--- config.mk ---
export PLATFORM = sky130hd
export DESIGN_NAME = can_node
export DESIGN_NICKNAME = d
export VERILOG_FILES = /design/src/design/can_pkg.sv /design/src/design/can_bit_timer.sv /design/src/design/can_crc15.sv /design/src/design/can_node.sv /design/src/design/can_rx_deframer.sv /design/src/design/can_tx_framer.sv
export SDC_FILE = /design/constraint.sdc
export NUM_CORES = 1
export LEC_CHECK = 0
export ABC_AREA = 0
export BUFFER_PORTS_ARGS = -buffer_cell sky130_fd_sc_hd__buf_4
export CAP_MARGIN = 25
export CORE_UTILIZATION = 50
export CTS_CLUSTER_DIAMETER = 50
export DETAILED_ROUTE_END_ITERATION = 7
export MAX_ROUTING_LAYER = met4
export PLACE_DENSITY = 0.7
export SLEW_MARGIN = 20
export SYNTH_ARGS = -nofsm -noshare
export SYNTH_HDL_FRONTEND = slang
export SYNTH_SLANG_ARGS = --single-unit
--- constraint.sdc ---
create_clock -name clk -period 14.7 [get_ports clk]
set_clock_uncertainty 0.1 [all_clocks]
set_input_delay 2.205 -clock clk [delete_from_list [all_inputs] [get_ports clk]]
set_output_delay 2.205 -clock clk [all_outputs]
set_load 0.02 [all_outputs]
--- src/design/can_pkg.sv ---
`default_nettype none

package can_pkg;

    // ~~~~~~~~~~~~~~~~~~~~~~~~~~~~~~
    // Field widths of a CAN 2.0A data frame.
    // ~~~~~~~~~~~~~~~~~~~~~~~~~~~~~~
    localparam int can_id_width  = 11;
    localparam int can_dlc_width = 4;
    localparam int can_crc_width = 15;

    // Identifier, RTR, IDE, r0 and DLC.
    localparam int can_hdr_bits = can_id_width + 3 + can_dlc_width;

    localparam logic [can_crc_width-1:0] can_crc_poly = 15'h4599;

    // A complement bit follows this many equal bits.
    localparam int can_stuff_limit = 5;

    // ~~~~~~~~~~~~~~~~~~~~~~~~~~~~~~
    // Recessive frame tail.
    // ~~~~~~~~~~~~~~~~~~~~~~~~~~~~~~
    localparam int can_ack_bits = 2;
    localparam int can_eof_bits = 11;

endpackage

`default_nettype wire

--- src/design/can_bit_timer.sv ---
`default_nettype none

module can_bit_timer #(
    parameter int divider = 54
) (
    input  logic clk,
    input  logic rst_n,
    output logic bit_tick,
    output logic sample_tick
);

    localparam int cnt_w = $clog2(divider + 2);

    logic [cnt_w-1:0] cnt;

    // One bit period is divider+1 clocks.
    always_ff @(posedge clk or negedge rst_n) begin
        if (!rst_n) begin
            cnt <= cnt_w'(divider);
        end else if (cnt == '0) begin
            cnt <= cnt_w'(divider);
        end else begin
            cnt <= cnt - 1'b1;
        end
    end

    assign bit_tick = (cnt == '0);

    // Sampling sits near the middle of the bit, away from both edges.
    assign sample_tick = (cnt == cnt_w'(divider / 2));

endmodule

`default_nettype wire

--- src/design/can_crc15.sv ---
`default_nettype none

module can_crc15 (
    input  logic                             clk,
    input  logic                             rst_n,
    input  logic                             crc_clear,
    input  logic                             crc_en,
    input  logic                             crc_bit,
    output logic [can_pkg::can_crc_width-1:0] crc_value
);

    localparam int w = can_pkg::can_crc_width;

    logic feedback;

    assign feedback = crc_value[w-1] ^ crc_bit;

    // Serial LFSR, one bit per enable, clear wins over enable.
    always_ff @(posedge clk or negedge rst_n) begin
        if (!rst_n) begin
            crc_value <= '0;
        end else if (crc_clear) begin
            crc_value <= '0;
        end else if (crc_en) begin
            crc_value <= {crc_value[w-2:0], 1'b0} ^ (feedback ? can_pkg::can_crc_poly : '0);
        end
    end

endmodule

`default_nettype wire

--- src/design/can_node.sv ---
`default_nettype none

module can_node #(
    parameter int divider    = 54,
    parameter int data_bytes = 4
) (
    input  logic                              clk,
    input  logic                              rst_n,
    input  logic                              start,
    input  logic [can_pkg::can_id_width-1:0]  tx_id,
    input  logic [can_pkg::can_dlc_width-1:0] tx_dlc,
    input  logic [data_bytes*8-1:0]           tx_data,
    input  logic                              rx_line,
    output logic                              tx_line,
    output logic                              busy,
    output logic [can_pkg::can_id_width-1:0]  rx_id,
    output logic [can_pkg::can_dlc_width-1:0] rx_dlc,
    output logic [data_bytes*8-1:0]           rx_data,
    output logic                              rx_valid,
    output logic                              rx_error
);

    logic                              bit_tick;
    logic                              sample_tick;
    logic                              tx_crc_clear;
    logic                              tx_crc_en;
    logic                              tx_crc_bit;
    logic [can_pkg::can_crc_width-1:0] tx_crc_value;
    logic                              rx_crc_clear;
    logic                              rx_crc_en;
    logic                              rx_crc_bit;
    logic [can_pkg::can_crc_width-1:0] rx_crc_value;

    can_bit_timer #(
        .divider (divider)
    ) can_bit_timer_i (
        .clk         (clk),
        .rst_n       (rst_n),
        .bit_tick    (bit_tick),
        .sample_tick (sample_tick)
    );

    can_tx_framer #(
        .data_bytes (data_bytes)
    ) can_tx_framer_i (
        .clk       (clk),
        .rst_n     (rst_n),
        .bit_tick  (bit_tick),
        .start     (start),
        .tx_id     (tx_id),
        .tx_dlc    (tx_dlc),
        .tx_data   (tx_data),
        .crc_value (tx_crc_value),
        .crc_clear (tx_crc_clear),
        .crc_en    (tx_crc_en),
        .crc_bit   (tx_crc_bit),
        .tx_line   (tx_line),
        .busy      (busy)
    );

    can_crc15 tx_crc_i (
        .clk       (clk),
        .rst_n     (rst_n),
        .crc_clear (tx_crc_clear),
        .crc_en    (tx_crc_en),
        .crc_bit   (tx_crc_bit),
        .crc_value (tx_crc_value)
    );

    // The receiver keeps its own CRC so that loopback checks the full path.
    can_rx_deframer #(
        .data_bytes (data_bytes)
    ) can_rx_deframer_i (
        .clk         (clk),
        .rst_n       (rst_n),
        .sample_tick (sample_tick),
        .rx_line     (rx_line),
        .crc_value   (rx_crc_value),
        .crc_clear   (rx_crc_clear),
        .crc_en      (rx_crc_en),
        .crc_bit     (rx_crc_bit),
        .rx_id       (rx_id),
        .rx_dlc      (rx_dlc),
        .rx_data     (rx_data),
        .rx_valid    (rx_valid),
        .rx_error    (rx_error)
    );

    can_crc15 rx_crc_i (
        .clk       (clk),
        .rst_n     (rst_n),
        .crc_clear (rx_crc_clear),
        .crc_en    (rx_crc_en),
        .crc_bit   (rx_crc_bit),
        .crc_value (rx_crc_value)
    );

endmodule

`default_nettype wire

--- src/design/can_rx_deframer.sv ---
`default_nettype none

module can_rx_deframer #(
    parameter int data_bytes = 4
) (
    input  logic                              clk,
    input  logic                              rst_n,
    input  logic                              sample_tick,
    input  logic                              rx_line,
    input  logic [can_pkg::can_crc_width-1:0] crc_value,
    output logic                              crc_clear,
    output logic                              crc_en,
    output logic                              crc_bit,
    output logic [can_pkg::can_id_width-1:0]  rx_id,
    output logic [can_pkg::can_dlc_width-1:0] rx_dlc,
    output logic [data_bytes*8-1:0]           rx_data,
    output logic                              rx_valid,
    output logic                              rx_error
);

    localparam int data_bits    = data_bytes * 8;
    localparam int crc_w        = can_pkg::can_crc_width;
    localparam int payload_bits = can_pkg::can_hdr_bits + data_bits;
    localparam int field_bits   = payload_bits + crc_w;
    localparam int send_bits    = field_bits + 1;
    localparam int idx_w        = $clog2(send_bits + 1);
    localparam int limit        = can_pkg::can_stuff_limit;

    // Bit positions in field_q once the CRC has been shifted in.
    localparam int dlc_lsb = crc_w + data_bits;
    localparam int ctl_lsb = dlc_lsb + can_pkg::can_dlc_width;
    localparam int id_lsb  = ctl_lsb + 3;

    localparam logic [limit-1:0] hist_sof = {{(limit - 1){1'b1}}, 1'b0};

    typedef enum logic {
        st_idle,
        st_recv
    } state_t;

    state_t                  state;
    logic [idx_w-1:0]        bit_idx;
    logic [limit-1:0]        hist;
    logic [field_bits-1:0]   field_q;
    logic                    recv_tick;
    logic                    stuff;
    logic                    stuff_bad;
    logic                    in_payload;
    logic                    last_bit;
    logic                    frame_ok;

    assign recv_tick  = sample_tick && (state == st_recv);
    assign stuff      = (&hist) | (~|hist);
    assign stuff_bad  = stuff && (rx_line == hist[0]);
    assign in_payload = (bit_idx < idx_w'(payload_bits));
    assign last_bit   = (bit_idx == idx_w'(send_bits - 1));

    // Only evaluated while rx_line carries the CRC delimiter.
    assign frame_ok = (field_q[ctl_lsb +: 3] == 3'b000) &&
                      (field_q[crc_w-1:0] == crc_value) && rx_line;

    assign crc_clear = sample_tick && (state == st_idle) && !rx_line;
    assign crc_en    = recv_tick && !stuff && in_payload;
    assign crc_bit   = rx_line;

    // ~~~~~~~~~~~~~~~~~~~~~~~~~~~~~~
    // Field capture.
    // ~~~~~~~~~~~~~~~~~~~~~~~~~~~~~~
    always_ff @(posedge clk) begin
        if (recv_tick && !stuff && !last_bit) begin
            field_q <= {field_q[field_bits-2:0], rx_line};
        end
        if (recv_tick && !stuff && last_bit && frame_ok) begin
            rx_id   <= field_q[id_lsb +: can_pkg::can_id_width];
            rx_dlc  <= field_q[dlc_lsb +: can_pkg::can_dlc_width];
            rx_data <= field_q[crc_w +: data_bits];
        end
    end

    // ~~~~~~~~~~~~~~~~~~~~~~~~~~~~~~
    // Destuffing and frame checks.
    // ~~~~~~~~~~~~~~~~~~~~~~~~~~~~~~
    always_ff @(posedge clk or negedge rst_n) begin
        if (!rst_n) begin
            state    <= st_idle;
            bit_idx  <= '0;
            hist     <= '1;
            rx_valid <= 1'b0;
            rx_error <= 1'b0;
        end else begin
            rx_valid <= 1'b0;
            rx_error <= 1'b0;
            case (state)
                st_idle: begin
                    if (sample_tick && !rx_line) begin
                        hist    <= hist_sof;
                        bit_idx <= '0;
                        state   <= st_recv;
                    end
                end
                st_recv: begin
                    if (sample_tick) begin
                        hist <= {hist[limit-2:0], rx_line};
                        if (stuff_bad) begin
                            rx_error <= 1'b1;
                            state    <= st_idle;
                        end else if (!stuff) begin
                            if (last_bit) begin
                                rx_valid <= frame_ok;
                                rx_error <= !frame_ok;
                                state    <= st_idle;
                            end else begin
                                bit_idx <= bit_idx + 1'b1;
                            end
                        end
                    end
                end
                default: state <= st_idle;
            endcase
        end
    end

endmodule

`default_nettype wire

--- src/design/can_tx_framer.sv ---
`default_nettype none

module can_tx_framer #(
    parameter int data_bytes = 4
) (
    input  logic                              clk,
    input  logic                              rst_n,
    input  logic                              bit_tick,
    input  logic                              start,
    input  logic [can_pkg::can_id_width-1:0]  tx_id,
    input  logic [can_pkg::can_dlc_width-1:0] tx_dlc,
    input  logic [data_bytes*8-1:0]           tx_data,
    input  logic [can_pkg::can_crc_width-1:0] crc_value,
    output logic                              crc_clear,
    output logic                              crc_en,
    output logic                              crc_bit,
    output logic                              tx_line,
    output logic                              busy
);

    localparam int data_bits    = data_bytes * 8;
    localparam int payload_bits = can_pkg::can_hdr_bits + data_bits;
    localparam int send_bits    = payload_bits + can_pkg::can_crc_width + 1;
    localparam int idx_w        = $clog2(send_bits + 1);
    localparam int tail_w       = $clog2(can_pkg::can_crc_width + 1);
    localparam int limit        = can_pkg::can_stuff_limit;

    // History right after SOF: idle recessive bits, then the dominant SOF.
    localparam logic [limit-1:0] hist_sof = {{(limit - 1){1'b1}}, 1'b0};

    typedef enum logic [2:0] {
        st_idle,
        st_sof,
        st_send,
        st_ack,
        st_eof
    } state_t;

    state_t                          state;
    logic [idx_w-1:0]                bit_idx;
    logic [limit-1:0]                hist;
    logic [payload_bits-1:0]         frame_q;
    logic [can_pkg::can_crc_width:0] tail;
    logic [idx_w-1:0]                tail_pos;
    logic                            in_payload;
    logic                            stuff;
    logic                            line_bit;
    logic                            send_tick;

    // ~~~~~~~~~~~~~~~~~~~~~~~~~~~~~~
    // Next bit on the line.
    // ~~~~~~~~~~~~~~~~~~~~~~~~~~~~~~

    // bit_idx counts frame bits only, stuff bits do not advance it.
    assign in_payload = (bit_idx < idx_w'(payload_bits));
    assign tail       = {crc_value, 1'b1};
    assign tail_pos   = idx_w'(send_bits - 1) - bit_idx;
    assign stuff      = (&hist) | (~|hist);

    // The CRC is complete once the last data bit has been clocked in.
    always_comb begin
        if (stuff) begin
            line_bit = ~hist[0];
        end else if (in_payload) begin
            line_bit = frame_q[payload_bits-1];
        end else begin
            line_bit = tail[tail_pos[tail_w-1:0]];
        end
    end

    assign send_tick = bit_tick && (state == st_send);
    assign crc_clear = bit_tick && (state == st_sof);
    assign crc_en    = send_tick && !stuff && in_payload;
    assign crc_bit   = line_bit;
    assign busy      = (state != st_idle);

    // RTR, IDE and r0 go out dominant.
    always_ff @(posedge clk) begin
        if (state == st_idle && start) begin
            frame_q <= {tx_id, 3'b000, tx_dlc, tx_data};
        end else if (send_tick && !stuff) begin
            frame_q <= {frame_q[payload_bits-2:0], 1'b0};
        end
    end

    // ~~~~~~~~~~~~~~~~~~~~~~~~~~~~~~
    // Frame sequencer.
    // ~~~~~~~~~~~~~~~~~~~~~~~~~~~~~~
    always_ff @(posedge clk or negedge rst_n) begin
        if (!rst_n) begin
            state   <= st_idle;
            bit_idx <= '0;
            hist    <= '1;
            tx_line <= 1'b1;
        end else begin
            case (state)
                st_idle: begin
                    if (start) begin
                        state <= st_sof;
                    end
                end
                st_sof: begin
                    if (bit_tick) begin
                        tx_line <= 1'b0;
                        hist    <= hist_sof;
                        bit_idx <= '0;
                        state   <= st_send;
                    end
                end
                st_send: begin
                    if (bit_tick) begin
                        tx_line <= line_bit;
                        hist    <= {hist[limit-2:0], line_bit};
                        if (!stuff) begin
                            if (bit_idx == idx_w'(send_bits - 1)) begin
                                bit_idx <= '0;
                                state   <= st_ack;
                            end else begin
                                bit_idx <= bit_idx + 1'b1;
                            end
                        end
                    end
                end
                st_ack: begin
                    if (bit_tick) begin
                        tx_line <= 1'b1;
                        if (bit_idx == idx_w'(can_pkg::can_ack_bits - 1)) begin
                            bit_idx <= '0;
                            state   <= st_eof;
                        end else begin
                            bit_idx <= bit_idx + 1'b1;
                        end
                    end
                end
                st_eof: begin
                    // The extra tick ends the last EOF bit.
                    if (bit_tick) begin
                        tx_line <= 1'b1;
                        if (bit_idx == idx_w'(can_pkg::can_eof_bits)) begin
                            state <= st_idle;
                        end else begin
                            bit_idx <= bit_idx + 1'b1;
                        end
                    end
                end
                default: state <= st_idle;
            endcase
        end
    end

endmodule

`default_nettype wire

==> run_results.csv <==
group,metric,value,unit
yosys,syn_inst,618,
finish,num_antenna_cells,0,
clocking,clk_path_buf_depth,3,
placed_design,gp_congestion,0.811,
clocking,post_cts.repair.setup_buffers,0,
clocking,cts.clk_slew.worst_paths,0.06,ns
floorplan,initial_utilization,51.0,%
floorplan,ios,102,
floorplan,row_count,49,
routing,drcViolationCount,0,
outcome,status,"completed",
setup_path,crit_required,14.76,ns
power_and_ir_drop,power.total,1.58,mW
clocking,htreeDepth,1,
power_and_ir_drop,ir_drop,0.111,mV
yosys,synth_cell_type_count,62,
routing,initialDrtViolationCount,385,
finish,fillCellCount,1307,
yosys,syn_nets,678,
sta,finalCriticalPeriod,4.12,ns
clocking,cts_resized,0,
yosys,synth-edff-count,159,
run,drv_cap,0,
routing,via_per_inst,5.55,
setup_path,cp_data_arrival_time,4.18,ns
finish,area_delta_synth_final,20.9,%
routing,post_drt_wl_per_cell,17.0,µm
yosys,synth_area_per_cell,14.8,µm²
routing,m1WireLength,7550,µm
sta,fmax,243,MHz
sta,slew_violations,0,
global_routing,grt_pass1_vias,5344,
sta,rsz0062_at_grt,"no",
routing,routed.top_layer,"met4",
global_routing,grt_usage,18.2,%
global_routing,grt-ovfl-total,0,
global_routing,grt_first_pass_wirelength,26500,µm
floorplan,dieArea,0.0189,mm²
clocking,clkSinkCount,229,
floorplan,design.core.area,0.0180,mm²
routing,met2_wirelength,7860,µm
sta,finalSetupViolations,0,
yosys,yosys_warnings,0,
min_path,min_path_type,"flop to flop",
setup_path,start_kind,"input port",
global_routing,grt_max_degree,68,
floorplan,die_w,137,µm
clocking,cts_tree,"done",
placed_design,post-dp-hpwl,10100,µm
yosys,synth-seq-cells,229,
setup_path,crit_fanout,47,
sta,tightestPinTransition,0.851,ns
sta,hold_violations,0,
sta,tns,0,ns
routing,drt_first_pass_iters,4,
finish,layout.nets,783,
routing,drtAntennaViolNets,0,
setup_path,endpoint_kind,"flop",
finish,drive_gt1_share,25.5,%
yosys,ys.flop_type,"edfxtp_1",
sta,min_period_over_period,28.0,%
global_routing,grt_antenna_before_repair,0,
placed_design,portBuffers,101,
routing,routed_wirelength,16600,µm
clocking,cts-hold-fix-buffers,0,
power_and_ir_drop,power_density,142,mW/mm²
clocking,cts_root_buf,"clkbuf_16",
sta,relSlewSlack,43.2,%
yosys,ys_async_sr_fraction,29.3,%
clocking,cts_inserted_buffers,27,
power_and_ir_drop,leakage,4.16,nW
clocking,clock_latency,0.52,ns
yosys,seq_area_frac_synth,71.3,%
floorplan,die_h,137,µm
setup_path,critPathKind,"input port to flop",
routing,num_vias,5397,
yosys,synth_area,0.00916,mm²
routing,wl_met3,837,µm
final cells by class:
class	count	area, µm²	share of cell area [%]
Tap cell	229	287	2.59
Sequential cell	229	6530	58.9
Clock buffer	29	683	6.16
Clock inverter	21	258	2.33
Timing Repair Buffer	105	788	7.11
Inverter	22	82.6	0.745
Multi-Input combinational cell	338	2450	22.1
worst max-delay path, cell delays in order:
cell     delay, ns
buf_4         0.15
or4b_2        0.61
nor4_1        0.31
nand4_1       0.24
nor2_4        0.15
buf_4         0.48
final timing paths:
kind	cells past startpoint	from	endpoint	slack [ns]
setup / recovery	6	rx_line	can_rx_deframer_i.rx_data[19]	10.58
hold / removal	0	can_rx_deframer_i.field_q[64]	can_rx_deframer_i.rx_id[10]	0.33
setup reg to reg	8	can_bit_timer_i.cnt[0]	tx_crc_i.crc_value[0]	11.70
hold reg to reg	0	can_rx_deframer_i.field_q[64]	can_rx_deframer_i.rx_id[10]	0.33
max in group asynchronous	1	rst_n	can_rx_deframer_i.rx_valid	12.25
min in group asynchronous	1	rst_n	can_tx_framer_i.state[2]	1.69
sequential cells by signal, indices dropped and copies added, names as in the netlist, 3 cells and up:
register / count
can_rx_deframer_i.rx_data: 32
can_rx_deframer_i.bit_idx: 7
rx_crc_i.crc_value: 15
can_tx_framer_i.hist: 5
can_rx_deframer_i.field_q: 65
tx_crc_i.crc_value: 15
can_tx_framer_i.state: 3
can_rx_deframer_i.rx_id: 11
can_rx_deframer_i.hist: 5
can_bit_timer_i.cnt: 6
can_tx_framer_i.frame_q: 50
can_rx_deframer_i.rx_dlc: 4
can_tx_framer_i.bit_idx: 7
layer usage:
metal	vias up	global-route usage, %
li1	2562	-
met1	2666	25.1
met2	144	27.7
met3	25	3.42
met4	0	5.43
met5	-	-
cell usage after synthesis (3+ instances only):
cell type	instances	area [µm²]
nand2_1	30	113
nand3_1	21	105
a31o_2	3	26.3
o21ai_0	32	160
o31ai_1	5	37.5
dfrtp_1	52	1300
a21oi_1	14	70.1
mux4_2	3	67.6
edfxtp_1	159	4770
nor2b_1	3	18.8
dfstp_2	15	394
a22o_1	60	526
xor2_1	27	236
and3_1	3	18.8
nand4_1	5	31.3
clkbuf_1	18	67.6
nor2_1	27	101
o22a_1	5	43.8
ha_1	9	113
mux2i_1	14	140
nand2b_1	5	31.3
dfxtp_1	3	60.1
xnor2_1	9	78.8
inv_1	22	82.6
buf_2	10	50.1
nor4_1	6	37.5
or3_1	6	37.5
and2_1	5	31.3
nor3_1	7	35.0
metrics by stage:
stage / utilization, % / cell area (µm²) / setup WS, ns / cells / hold slack [ns]
after floorplan: - / 9160 / 8.76 / 618 / 0.300
after global placement: 56.4 / 10100 / 10.13 / 923 / 0.306
after detailed placement: 56.4 / 10100 / 10.06 / 923 / 0.318
after CTS: 61.7 / 11100 / 10.59 / 973 / 0.333
after global routing: 61.7 / 11100 / 10.41 / 973 / 0.340
final: 61.7 / 11100 / 10.58 / 973 / 0.329
power breakdown:
part           internal [mW]  switching [mW]  total (mW)  leakage, nW
Combinational         0.0623          0.0860       0.148         1.51
Sequential             0.713          0.0310       0.743         2.18
Clock                  0.415           0.269       0.684        0.463
layout by cell type (no fill, tap or decap), types with 5 or more instances in the layout:
master | synthesis | routed
edfxtp_1 | 159 | 159
buf_4 | 0 | 105
a22o_1 | 60 | 60
dfrtp_1 | 52 | 52
o21ai_0 | 32 | 32
nand2_1 | 30 | 30
xor2_1 | 27 | 27
clkbuf_16 | 0 | 27
nor2_1 | 27 | 26
inv_1 | 22 | 22
nand3_1 | 21 | 21
dfstp_2 | 15 | 15
a21oi_1 | 14 | 14
mux2i_1 | 14 | 14
xnor2_1 | 9 | 9
ha_1 | 9 | 9
nor3_1 | 7 | 7
nor4_1 | 6 | 6
or3_1 | 6 | 6
clkinv_2 | 0 | 6
and2_1 | 5 | 5
nand4_1 | 5 | 5
nand2b_1 | 5 | 5
o22a_1 | 5 | 5
o31ai_1 | 5 | 5
logic make-up (layout without fill, tap and decap cells):
logic type      after synthesis  after routing  synth area share (%)
flops                       229            229                  71.3
compound gates              140            140                  11.7
simple gates                134            134                  7.63
buf+inv                      51            177                  2.23
xor+xnor                     36             36                  3.44
mux                          19             19                  2.51
fa+ha+maj                     9              9                  1.23
Note: power is estimated with default switching activity, not from simulation.
